==> src/div_pkg.sv <==
`default_nettype none

package div_pkg;

   // Operand and result width of the divide unit.
   localparam int DATA_W = 32;

   // Iteration counter, wide enough to count past DATA_W+1.
   localparam int CNT_W = $clog2(DATA_W + 2);

   // Combined remainder/quotient register, with one guard bit on top.
   localparam int DQR_W = 2 * DATA_W + 1;

   // Trial difference, one extra bit so the top bit flags a borrow.
   localparam int TRIAL_W = DATA_W + 2;

   typedef logic [DATA_W-1:0] word_t;
   typedef logic [CNT_W-1:0]  cnt_t;

   typedef struct packed {
      word_t dividend;
      word_t divisor;
      logic  is_signed;
   } div_req_t;

   // Flags carried from the operand stage to the result stage.
   typedef struct packed {
      logic neg_q;
      logic neg_r;
      logic div_zero;
   } div_meta_t;

   typedef struct packed {
      word_t quotient;
      word_t remainder;
      logic  div_zero;
   } div_rsp_t;

   typedef enum logic [1:0] {IDLE, RUN, DONE} core_state_t;

endpackage

`default_nettype wire
==> src/div_unit_top.sv <==
`timescale 1ns/1ns
`default_nettype none

module div_unit_top
   import div_pkg::*;
(
   input  logic     clk_i,
   input  logic     rst_n_i,

   input  logic     req_valid_i,
   input  div_req_t req_i,

   output logic     rsp_valid_o,
   output div_rsp_t rsp_o,
   output logic     busy_o
);

   logic      start;
   word_t     dividend_abs;
   word_t     divisor_abs;
   div_meta_t meta;

   logic      done;
   logic      core_busy;
   word_t     quotient_raw;
   word_t     remainder_raw;
   logic      busy;

   // Pending start counts as busy so the start cycle refuses a new request.
   assign busy = core_busy | start;

   div_operand_prep u_operand_prep (
      .clk_i      (clk_i),
      .rst_n_i    (rst_n_i),
      .req_valid_i(req_valid_i),
      .req_i      (req_i),
      .busy_i     (busy),
      .start_o    (start),
      .dividend_o (dividend_abs),
      .divisor_o  (divisor_abs),
      .meta_o     (meta)
   );

   div_subshift u_subshift (
      .clk_i      (clk_i),
      .rst_n_i    (rst_n_i),
      .start_i    (start),
      .dividend_i (dividend_abs),
      .divisor_i  (divisor_abs),
      .done_o     (done),
      .busy_o     (core_busy),
      .quotient_o (quotient_raw),
      .remainder_o(remainder_raw)
   );

   div_result_fix u_result_fix (
      .clk_i      (clk_i),
      .rst_n_i    (rst_n_i),
      .start_i    (start),
      .meta_i     (meta),
      .done_i     (done),
      .quotient_i (quotient_raw),
      .remainder_i(remainder_raw),
      .rsp_valid_o(rsp_valid_o),
      .rsp_o      (rsp_o)
   );

   assign busy_o = busy;

endmodule

`default_nettype wire

==> src/div_result_fix.sv <==
`timescale 1ns/1ns
`default_nettype none

module div_result_fix
   import div_pkg::*;
(
   input  logic      clk_i,
   input  logic      rst_n_i,

   input  logic      start_i,
   input  div_meta_t meta_i,

   input  logic      done_i,
   input  word_t     quotient_i,
   input  word_t     remainder_i,

   output logic      rsp_valid_o,
   output div_rsp_t  rsp_o
);

   div_meta_t meta_q;
   div_rsp_t  rsp_d;
   div_rsp_t  rsp_q;
   logic      rsp_valid_q;

   // Flags of the division in flight.
   always_ff @(posedge clk_i) begin
      if (start_i) begin
         meta_q <= meta_i;
      end
   end

   always_comb begin
      rsp_d.quotient  = meta_q.neg_q ? -quotient_i  : quotient_i;
      rsp_d.remainder = meta_q.neg_r ? -remainder_i : remainder_i;
      rsp_d.div_zero  = meta_q.div_zero;
   end

   always_ff @(posedge clk_i) begin
      if (!rst_n_i) begin
         rsp_valid_q <= 1'b0;
         rsp_q       <= '0;
      end else begin
         rsp_valid_q <= done_i;
         // Response holds until the next division completes.
         if (done_i) begin
            rsp_q <= rsp_d;
         end
      end
   end

   assign rsp_valid_o = rsp_valid_q;
   assign rsp_o       = rsp_q;

endmodule

`default_nettype wire

==> src/div_subshift.sv <==
`timescale 1ns/1ns
`default_nettype none

module div_subshift
   import div_pkg::*;
(
   input  logic  clk_i,
   input  logic  rst_n_i,

   input  logic  start_i,
   input  word_t dividend_i,
   input  word_t divisor_i,

   output logic  done_o,
   output logic  busy_o,
   output word_t quotient_o,
   output word_t remainder_o
);

   core_state_t state_q;
   core_state_t state_d;
   cnt_t        cnt_q;
   cnt_t        cnt_d;

   // Upper part holds the partial remainder, lower part the dividend.
   // Quotient bits shift in from the right as dividend bits leave.
   logic [DQR_W-1:0]   dqr_q;
   logic [DQR_W-1:0]   dqr_d;
   word_t              divisor_q;
   word_t              divisor_d;

   // Trial difference for the step after the one being computed.
   logic [TRIAL_W-1:0] trial_q;
   logic [TRIAL_W-1:0] trial_d;
   logic               borrow;

   assign borrow = trial_q[TRIAL_W-1];

   always_comb begin
      state_d   = state_q;
      cnt_d     = cnt_q;
      dqr_d     = dqr_q;
      divisor_d = divisor_q;

      case (state_q)
         IDLE: begin
            if (start_i) begin
               dqr_d     = {{(DATA_W + 1){1'b0}}, dividend_i};
               divisor_d = divisor_i;
               cnt_d     = '0;
               state_d   = RUN;
            end
         end

         RUN: begin
            if (!borrow) begin
               // Subtraction fits, keep the difference and set the quotient bit.
               dqr_d = {trial_q[DATA_W:0], dqr_q[DATA_W-2:0], 1'b1};
            end else begin
               // Restore by shifting the old remainder.
               dqr_d = {dqr_q[DQR_W-2:0], 1'b0};
            end
            cnt_d = cnt_q + 1'b1;
            if (cnt_q == cnt_t'(DATA_W - 1)) begin
               state_d = DONE;
            end
         end

         DONE: begin
            state_d = IDLE;
         end

         default: begin
            state_d = IDLE;
         end
      endcase

      // Shifted remainder with the next dividend bit, minus the divisor.
      trial_d = dqr_d[DQR_W-1:DATA_W-1] - {2'b00, divisor_d};
   end

   always_ff @(posedge clk_i) begin
      if (!rst_n_i) begin
         state_q <= IDLE;
         cnt_q   <= '0;
      end else begin
         state_q <= state_d;
         cnt_q   <= cnt_d;
      end
   end

   always_ff @(posedge clk_i) begin
      dqr_q     <= dqr_d;
      divisor_q <= divisor_d;
      trial_q   <= trial_d;
   end

   // Result sits in the register during DONE.
   assign done_o      = (state_q == DONE);
   assign busy_o      = (state_q != IDLE);
   assign quotient_o  = dqr_q[DATA_W-1:0];
   assign remainder_o = dqr_q[2*DATA_W-1:DATA_W];

endmodule

`default_nettype wire

==> src/div_operand_prep.sv <==
`timescale 1ns/1ns
`default_nettype none

module div_operand_prep
   import div_pkg::*;
(
   input  logic      clk_i,
   input  logic      rst_n_i,

   input  logic      req_valid_i,
   input  div_req_t  req_i,
   input  logic      busy_i,

   output logic      start_o,
   output word_t     dividend_o,
   output word_t     divisor_o,
   output div_meta_t meta_o
);

   logic      accept;
   logic      dividend_neg;
   logic      divisor_neg;
   logic      divisor_zero;
   word_t     dividend_abs;
   word_t     divisor_abs;
   div_meta_t meta_d;

   logic      start_q;
   word_t     dividend_q;
   word_t     divisor_q;
   div_meta_t meta_q;

   // A request is only taken while nothing is in flight.
   assign accept = req_valid_i && !busy_i;

   always_comb begin
      dividend_neg = req_i.is_signed && req_i.dividend[DATA_W-1];
      divisor_neg  = req_i.is_signed && req_i.divisor[DATA_W-1];
      divisor_zero = (req_i.divisor == '0);

      // Most negative value maps to 2**(DATA_W-1), which is the correct magnitude.
      dividend_abs = dividend_neg ? -req_i.dividend : req_i.dividend;
      divisor_abs  = divisor_neg  ? -req_i.divisor  : req_i.divisor;

      // Keep the quotient positive on divide by zero so all ones reads as -1.
      meta_d.neg_q    = (dividend_neg ^ divisor_neg) && !divisor_zero;
      meta_d.neg_r    = dividend_neg;
      meta_d.div_zero = divisor_zero;
   end

   always_ff @(posedge clk_i) begin
      if (!rst_n_i) begin
         start_q <= 1'b0;
      end else begin
         start_q <= accept;
      end
   end

   // Operand payload, loaded with every accepted request.
   always_ff @(posedge clk_i) begin
      if (accept) begin
         dividend_q <= dividend_abs;
         divisor_q  <= divisor_abs;
         meta_q     <= meta_d;
      end
   end

   assign start_o    = start_q;
   assign dividend_o = dividend_q;
   assign divisor_o  = divisor_q;
   assign meta_o     = meta_q;

endmodule

`default_nettype wire

==> config.mk <==
export PLATFORM = sky130hd
export DESIGN_NAME = div_unit_top
export DESIGN_NICKNAME = d
export VERILOG_FILES = /design/src/div_pkg.sv /design/src/div_unit_top.sv /design/src/div_result_fix.sv /design/src/div_subshift.sv /design/src/div_operand_prep.sv
export SDC_FILE = /design/constraint.sdc
export NUM_CORES = 1
export LEC_CHECK = 0
export BUFFER_PORTS_ARGS = -buffer_cell sky130_fd_sc_hd__buf_4
export CORE_ASPECT_RATIO = 0.9
export CORE_MARGIN = 2
export CORE_UTILIZATION = 55
export CTS_CLUSTER_SIZE = 25
export DETAILED_ROUTE_END_ITERATION = 8
export PLACE_DENSITY = 0.77
export SLEW_MARGIN = 20
export SYNTH_ARGS = -nofsm -noshare
export SYNTH_HDL_FRONTEND = slang
export SYNTH_HIERARCHICAL = 1
export SYNTH_SLANG_ARGS = --single-unit
==> constraint.sdc <==
create_clock -name clk_i -period 4.91 [get_ports clk_i]
set_input_delay 0.2455 -clock clk_i [delete_from_list [all_inputs] [get_ports clk_i]]
set_output_delay 0.2455 -clock clk_i [all_outputs]
set_load 0.005 [all_outputs]
-- After elaboration in Yosys (flattened, before gate mapping)
Index checks and enable logic that the tools add are counted.
- input bits: 68
- logic and storage cells: 58
- register bits: 276
- equal/unequal tests: 5
- muxes and demuxes: 14
- reductions and logical operators: 12
- add/sub/neg operators: 6
- bitwise gates (word level): 2
- operators by type and width (kind ; count):
    $mux 32 ; 6
    $mux 65 ; 2
    $pmux 65 s2 ; 1
    $neg 32->32 ; 4
    $sub 34x32->34 ; 1
    $logic_not 32->1 ; 1
    $pmux 6 s2 ; 1
    $add 6x1->6 const B ; 1
    $eq 6x5->1 const B ; 1
    $mux 6 ; 1
    $logic_and 1x1->1 ; 4
    $mux 2 ; 2
    $pmux 2 s2 ; 1
    $reduce_and 2->1 ; 2
    $reduce_bool 2->1 ; 2
    $eq 2x1->1 const B ; 1
    $eq 2x2->1 const B ; 1
    $logic_not 1->1 ; 2
    $logic_not 2->1 ; 1
    $ne 2x1->1 const B ; 1
    $ne 2x2->1 const B ; 1
    $or 1x1->1 ; 1
    $xor 1x1->1 ; 1

-- Depth between registers and ports, before layout
Gate-level depths: netlist of run 1.
- word-level depth: 4
- gate-level depth with buffers: 14
- mapped depth without buffers: 13

-- Modules after synthesis
The synthesis of run 1 kept the hierarchy.
- modules (own cells, without submodules) (module ; area each (sq um) ; seq. area each (sq um) ; cells an instance ; instances):
    div_subshift ; 7128.1 ; 3093.0 ; 727 ; 1
    div_result_fix ; 3856.2 ; 1411.4 ; 453 ; 1
    div_operand_prep ; 3397.0 ; 2031.9 ; 277 ; 1
    div_unit_top ; 6.3 ; 0.0 ; 1 ; 1

-- Worst setup path after synthesis of run 1
No wires, ideal clock.
- path kind: register -> register
- start point: register u_subshift.state_q[1]
- end point: register u_operand_prep.dividend_q[0] (netlist: u_operand_prep/dividend_o[0]) (enable)
- data arrival time: 3801 ps
- cell stages (with the launch flop): 4
- clock period less this slack: 4302 ps
- setup slack: 608 ps
- library setup time: 501 ps
- cells stage by stage: dfxtp_1 or2_1 or2_1 nor2b_1
- longest elaborated chain between the ends: 4
- RTL lines (what ; line ; source):
    from (decl) ; div_subshift.sv:20 ; core_state_t state_q;
    from (signal assigned) ; div_subshift.sv:87 ; state_q <= state_d;
    $reduce_bool 2->1 ; div_subshift.sv:100 ; assign busy_o = (state_q != IDLE);
    via core_busy ; div_unit_top.sv:24 ; logic core_busy;
    $or 1x1->1 ; div_unit_top.sv:30 ; assign busy = core_busy | start;
    via busy_o ; div_unit_top.sv:15 ; output logic busy_o
    $logic_not 1->1 ; div_operand_prep.sv:34 ; assign accept = req_valid_i && !busy_i;
    $logic_and 1x1->1 ; div_operand_prep.sv:34 ;
    via u_operand_prep.accept ; div_operand_prep.sv:20 ; logic accept;
    to (signal assigned) ; div_operand_prep.sv:62 ; dividend_q <= dividend_abs;
    to (decl) ; div_operand_prep.sv:29 ; word_t dividend_q;
The timed path passes the listed nets, and every way through them passes these cells.
A chain may end at the register's enable or synchronous reset.

-- Final worst setup path of run 1
- start point: register u_subshift.state_q[0]
- end point: register u_subshift.trial_q[30]
- longest elaborated chain between the ends: 3
- elaborated cells between the ends (all ways): 5
- classes of those cells: add/sub: 1; eq/ne: 1; mux: 2; reduce/logical: 1
- RTL lines (what ; line ; source):
    $logic_not 2->1 ; div_subshift.sv:45 ; case (state_q)
    $mux 32 ; div_subshift.sv:45 ;
    via u_subshift.divisor_d[0] ; div_subshift.sv:30 ; word_t divisor_d;
    $sub 34x32->34 ; div_subshift.sv:79 ; trial_d = dqr_d[DQR_W-1:DATA_W-1] - {2'b00, divisor_d};
    via u_subshift.trial_d[30] ; div_subshift.sv:34 ; logic [TRIAL_W-1:0] trial_d;
    to (signal assigned) ; div_subshift.sv:95 ; trial_q <= trial_d;
    to (decl) ; div_subshift.sv:33 ; logic [TRIAL_W-1:0] trial_q;
The timed path passes the listed nets, and every way through them passes these cells.

==> results.toml, run 1 <==
[outcome]
status = "completed"

[floorplan]
dieArea_um2 = 27500
core-area_um2 = 25900
row_count = 56
die_x_um = 174
die_h_um = 157
boundaryPins = 135
start_util_pct = 55.6

[detailed_routing]
via_per_inst = 5.88
avgRoutedWirePerCell_um = 18.1
vias = 11100
drt_iter0_markers = 1128
ant_nets = 0
wl_mm = 34.0
drc_errors = 0
firstDrtPassIters = 5

[global_route]
grt_pass1_wl_mm = 53.7
grt_usage_pct = 24.1
grt_overflow = 0
grt_max_degree = 82
antenna_found_initial = 0
grt_pass1_vias = 9947

[layout]
seqCellArea_um2 = 6540
fin_util_pct = 62.8
stdcell_area_um2 = 16200
diodes = 0
multi_input_area_um2 = 6870
fill_cells = 2072
nets = 1616
layout-drive-gt1-share_pct = 15.9
area_growth_syn_to_layout_pct = 12.8

[power_and_ir_drop]
p_leak_nw = 6.57
power_density_nw_per_um2 = 511
ir_drop_mv = 0.360

[clock_network]
cts_setup_buffers = 0
htree_levels = 1
clockRootBuffer = "clkbuf_16"
cts.path.max_buffers = 3
clk_pin_slew_ps = 60
worstSkewPairLatency_ps = 540
hold_buffers = 7
cts_buffers = 28
cts_sinks = 276
cts_resized = 0
cts_tree = "yes"

[logic_synthesis]
async_flop_share_pct = 0
synth_cells = 1458
synth.area.top_cells = "dfxtp_1, edfxtp_1, mux2i_1"
netlist_area_um2 = 14400
synth_edf_count = 101
synth_fp_nets = 1564
synth.most_common_cell = "dfxtp_1"
yosys_warnings = 6
netlist.area_leader.share_pct = 24.3
synth_commonest_cells = "dfxtp_1, edfxtp_1, nand2_1"
yosysTopAreaCell = "dfxtp_1"
synthFlopType = "dfxtp_1"
ys_seq_area_share_pct = 45.4
yosys.cell_types.count = 82
syn_avg_cell_area_um2 = 9.87
synth_seq_cells = 276

[worst_hold_path]
hp-class = "in2reg"

[placed_design]
io_buffers = 134
dpl_cell_area_um2 = 15200
place_hpwl_mm = 25.1
gp_congestion = 0.905

[timing]
tightest_slew_ps = 945
period_minus_slack_ps = 3870
fin_skew_ps = 8.24
fin_setup_tns_ps = 0
drv_slew = 0
maxSlewHeadroom_pct = 37.0
period_share_pct = 78.9
hold_slack_ps = 16.5
finalHoldViolations = 0
rsz0062_at_grt = "false"
max_clock_freq_mhz = 258
setup_violations = 0

[setup_path]
required_ps = 5370
start_kind = "flop"
cp_max_fo = 7
crit_buf_inv = 0
worstPathCellList = "or2_1, nor2_4, mux2_1, ha_1, fa_1, nand2b_1, a21o_1, a31o_2, a31oi_1, a41oi_1, o31ai_1, xor2_1"
slowest_stage = "a31oi_1"
crit_type = "reg2reg"
worstPathArrival_ps = 4340
critPathTopFamily = "compound AO/OA/AOI/OAI gates"
cpPeakStageDelay_ps = 440
crit_path_end_kind = "flop"

[run]
maxCapViolations = 0
-- per-layer routing --
metal | global-route usage [%] | vias up | routed length (µm)
met5 | 0 | - | 0
met4 | 5.88 | 0 | 654
met3 | 3.36 | 48 | 2700
met2 | 35.0 | 438 | 14100
met1 | 37.4 | 5223 | 16500
li1 | - | 5347 | -
-- per-stage QoR --
step,instances,power (W),setup WS [ps]
final,1880,0.00829,1040
after global placement,1821,0.00597,1260
after global routing,1880,0.00875,819
after detailed placement,1821,0.00606,1120
after floorplan,1458,0.00548,608
after CTS,1880,0.00825,1080
-- cell families after synthesis --
family,share of synthesized area [%]
compound gates,16.9
xor+xnor,7.85
fa+ha+maj,3.36
buf+inv,7.07
flops,45.4
mux,5.37
simple gates,14.0
-- worst paths after layout --
check,slack (ps),endpoint,cells past startpoint,start
setup reg to reg,1040,u_subshift/trial_q[30]$_DFF_P_,12,u_subshift/state_q[0]$_SDFFE_PN0P_
setup / recovery,1040,u_subshift/trial_q[30]$_DFF_P_,12,u_subshift/state_q[0]$_SDFFE_PN0P_
hold / removal,20,u_operand_prep/divisor_o[20]$_DFFE_PP_,2,req_i[21]
hold reg to reg,440,u_result_fix/meta_q[1]$_DFFE_PP_,0,u_operand_prep/meta_o[1]$_DFFE_PP_
-- cell usage in the layout (no fill, tap or decap), types with 50 or more instances in the layout --
cell,instances
a21oi_1,72
inv_1,61
o21ai_1,60
nor2_1,87
mux2i_1,76
dfxtp_1,174
buf_4,145
xnor2_1,50
edfxtp_1,101
xor2_1,79
nand2_1,100
-- state kept, by name, indices dropped and copies added, names as in the netlist, 2 cells and up --
signal	count
u_subshift/trial_q	34
u_subshift/cnt_q	6
u_subshift/state_q	2
u_subshift/divisor_q	32
u_result_fix/rsp_o	65
u_operand_prep/meta_o	3
u_operand_prep/divisor_o	32
u_operand_prep/dividend_o	32
u_subshift/dqr_q	65
u_result_fix/meta_q	3
-- where the power goes --
| group | internal (W) | leakage, nW | switching (W) |
|---|---|---|---|
| sequential | 0.00284 | 2.41 | 0.000405 |
| clock | 0.00130 | 0.475 | 0.000881 |
| combinational | 0.00119 | 3.69 | 0.00168 |
-- area by class of cell --
type | count | area share [%]
Tap cell | 348 | 2.68
Multi-Input combinational cell | 986 | 42.3
Inverter | 65 | 1.50
Sequential cell | 276 | 40.3
Clock buffer | 34 | 4.83
Timing Repair Buffer | 153 | 7.26
Clock inverter | 18 | 1.16
Power figures use the tool's default switching activity.
==> run 2, diff against run 1 <==
--- a/config.mk
+++ b/config.mk
@@ -5,13 +5,14 @@
 export SDC_FILE = /design/constraint.sdc
 export NUM_CORES = 1
 export LEC_CHECK = 0
+export ABC_AREA = 1
 export BUFFER_PORTS_ARGS = -buffer_cell sky130_fd_sc_hd__buf_4
 export CORE_ASPECT_RATIO = 0.9
 export CORE_MARGIN = 2
 export CORE_UTILIZATION = 55
 export CTS_CLUSTER_SIZE = 25
 export DETAILED_ROUTE_END_ITERATION = 8
-export PLACE_DENSITY = 0.77
+export PLACE_DENSITY = 0.76
 export SLEW_MARGIN = 20
 export SYNTH_ARGS = -nofsm -noshare
 export SYNTH_HDL_FRONTEND = slang
==> constraint.sdc (replaced) <==
create_clock -name clk_i -period 4 [get_ports clk_i]
set_input_delay 0.2 -clock clk_i [delete_from_list [all_inputs] [get_ports clk_i]]
set_output_delay 0.2 -clock clk_i [all_outputs]
set_load 0.005 [all_outputs]
==> run 2 against run 1 <==
  * Combinational power rose by 27%
  * Fmax rose by 17%
  * Global-route usage rose by 3.4 points
  * Clock power rose by 28%
==> results.toml, run 2 <==
[floorplan]
dieArea_um2 = 30900
start_util_pct = 56.0
die_h_um = 167
row_count = 59
boundaryPins = 135
core-area_um2 = 28900
die_x_um = 185

[detailed_routing]
via_per_inst = 5.31
avgRoutedWirePerCell_um = 15.4
wl_mm = 42.2
drt_iter0_markers = 1288
drc_errors = 0
firstDrtPassIters = 6
ant_nets = 0
vias = 14600

[logic_synthesis]
synth_top_family_by_area = "simple AND/OR/NAND/NOR gates"
syn_avg_cell_area_um2 = 7.28
synth_seq_cells = 276
synth_edf_count = 101
yosysTopAreaCell = "dfxtp_1"
synth.area.top_cells = "dfxtp_1, edfxtp_1, nand2_1"
ys_seq_area_share_pct = 40.3
synth.area.mux_share_pct = 0
synth_commonest_cells = "nand2_1, inv_1, nor2_1"
synth_fp_nets = 2332
netlist.area_leader.share_pct = 21.6
synth.most_common_cell = "nand2_1"
async_flop_share_pct = 0
synth_cells = 2226
synthXorXnorAreaFrac_pct = 3.67
synth_compound_area_share_pct = 12.4
netlist_area_um2 = 16200
synthFlopType = "dfxtp_1"
yosys_warnings = 6
yosys.cell_types.count = 49
synthSimpleGateAreaFrac_pct = 29.0
synth_adder_area_share_pct = 2.98

[setup_path]
reg2reg_depth = 16
start_kind = "flop"
crit_type = "reg2reg"
worstSetupStartpoint = "u_subshift/state_q[0]$_SDFFE_PN0P_"
worstPathArrival_ps = 3760
r2r_start = "u_subshift/state_q[0]$_SDFFE_PN0P_"
crit_path_end_kind = "flop"
required_ps = 4440
cp_max_fo = 34

[global_route]
grt.met3_usage_pct = 2.71
antenna_found_initial = 0
grt_util_met2_pct = 40.7
globalRouteMet1Util_pct = 42.9
grt_max_degree = 100
grt_usage_pct = 27.5
top_usage_layer = "met1"
grt_pass1_wl_mm = 68.1
grt_overflow = 0
grt_pass1_vias = 13300

[timing]
fin_setup_tns_ps = 0
maxSlewHeadroom_pct = 40.2
fin_skew_ps = 8.32
tightest_slew_ps = 897
max_clock_freq_mhz = 302
setup_violations = 0
finalHoldViolations = 0
drv_slew = 0
period_share_pct = 82.8
period_minus_slack_ps = 3310
rsz0062_at_grt = "false"

[layout]
stdcell_area_um2 = 18500
fill_cells = 2582
multi_input_area_um2 = 7800
diodes = 0
nets = 2432
seqCellArea_um2 = 6540
layout.cells.non_filler = 2744
final_cell_mix = "nand2_1, inv_1, nor2_1"
area_growth_syn_to_layout_pct = 14.2
layout-drive-gt1-share_pct = 13.5
layout_commonest_cell = "nand2_1"

[placed_design]
dpl_cell_area_um2 = 17000
dp.cells = 2643
place_hpwl_mm = 32.5
io_buffers = 134
gp_congestion = 0.955

[run]
maxCapViolations = 0

[power_and_ir_drop]
ir_drop_mv = 0.365
total_power_w = 0.0103
power_density_nw_per_um2 = 556
p_leak_nw = 8.72

[clock_network]
cts.path.max_buffers = 3
htree_levels = 1
cts_resized = 0
cts_sinks = 276
worstSkewPairLatency_ps = 550
cts_tree = "yes"
clockRootBuffer = "clkbuf_16"
clk_pin_slew_ps = 60
cts_buffers = 29

[worst_hold_path]
hp-start = "req_i[60]"
holdPathStages = 3
hp-class = "in2reg"

[outcome]
status = "completed"
==> run 2: per-stage QoR <==
step | utilization, % | worst slack, ps | hold slack [ps]
6_report | 64.0 | 688 | 16.0
5_1_grt | 64.0 | 489 | 9.37
4_1_cts | 64.0 | 810 | 4.42
3_5_place_dp | 58.8 | 829 | 393
3_3_place_gp | 58.8 | 859 | 394
2_1_floorplan | - | 49.9 | 299
==> run 2: worst paths after layout <==
kind / end / slack [ps]
hold / removal: u_operand_prep/dividend_o[27]$_DFFE_PP_ / 20
setup / recovery: u_subshift/trial_q[30]$_DFF_P_ / 690
hold reg to reg: u_result_fix/meta_q[0]$_DFFE_PP_ / 460
setup reg to reg: u_subshift/trial_q[30]$_DFF_P_ / 690
==> run 2: routing by layer <==
| metal | share of wire (%) | vias up |
|---|---|---|
| met5 | 0 | - |
| met4 | 2.3 | 0 |
| met3 | 8.4 | 81 |
| met2 | 41 | 608 |
| met1 | 48 | 6590 |
| li1 | - | 7295 |
==> run 2: cells by family (layout without fill, tap and decap cells) <==
| kind of cell | after synthesis | in the layout |
|---|---|---|
| and+or+nand+nor | 1074 | 1074 |
| buffers and inverters | 415 | 537 |
| adders and majority gates | 38 | 38 |
| xor gates and xnor gates | 68 | 68 |
| DFF | 276 | 276 |
| AOI/OAI and AO/OA | 355 | 355 |
==> run 2: area by class of cell <==
type                       instances  share of cell area [%]
tap                              396                    2.68
timing repair buffer             193                    8.54
clock inverter                    18                    1.05
clock buffer                      35                    4.39
multi-input combinational       1535                    42.1
sequential                       276                    35.3
inverter                         291                    5.90
==> run 2: report_power, final <==
part	internal, W	switching, W	leakage, nW
logic	0.00123	0.00241	5.80
clock network	0.00169	0.00110	0.498
registers	0.00348	0.000379	2.42
==> run 2: critical path, cell delays in order (launching register included) <==
cell and delay [ps]:
dfxtp_1 370, o21ai_2 370, inv_2 290, o21ai_0 320, a21oi_1 210, ha_1 300
fa_1 400, inv_1 90, nand3_1 80, nand2_2 120, nand2_1 50, nand2_1 110
nand3_1 80, nand2_1 160, nand2_1 100, nand3_1 70, nand2_1 70
==> run 2: timing repair <==
item	4_1_cts	5_1_grt
hold endpoints to repair	49	0
setup endpoints to repair	0	0
hold buffers	48	0
setup buffers	0	0
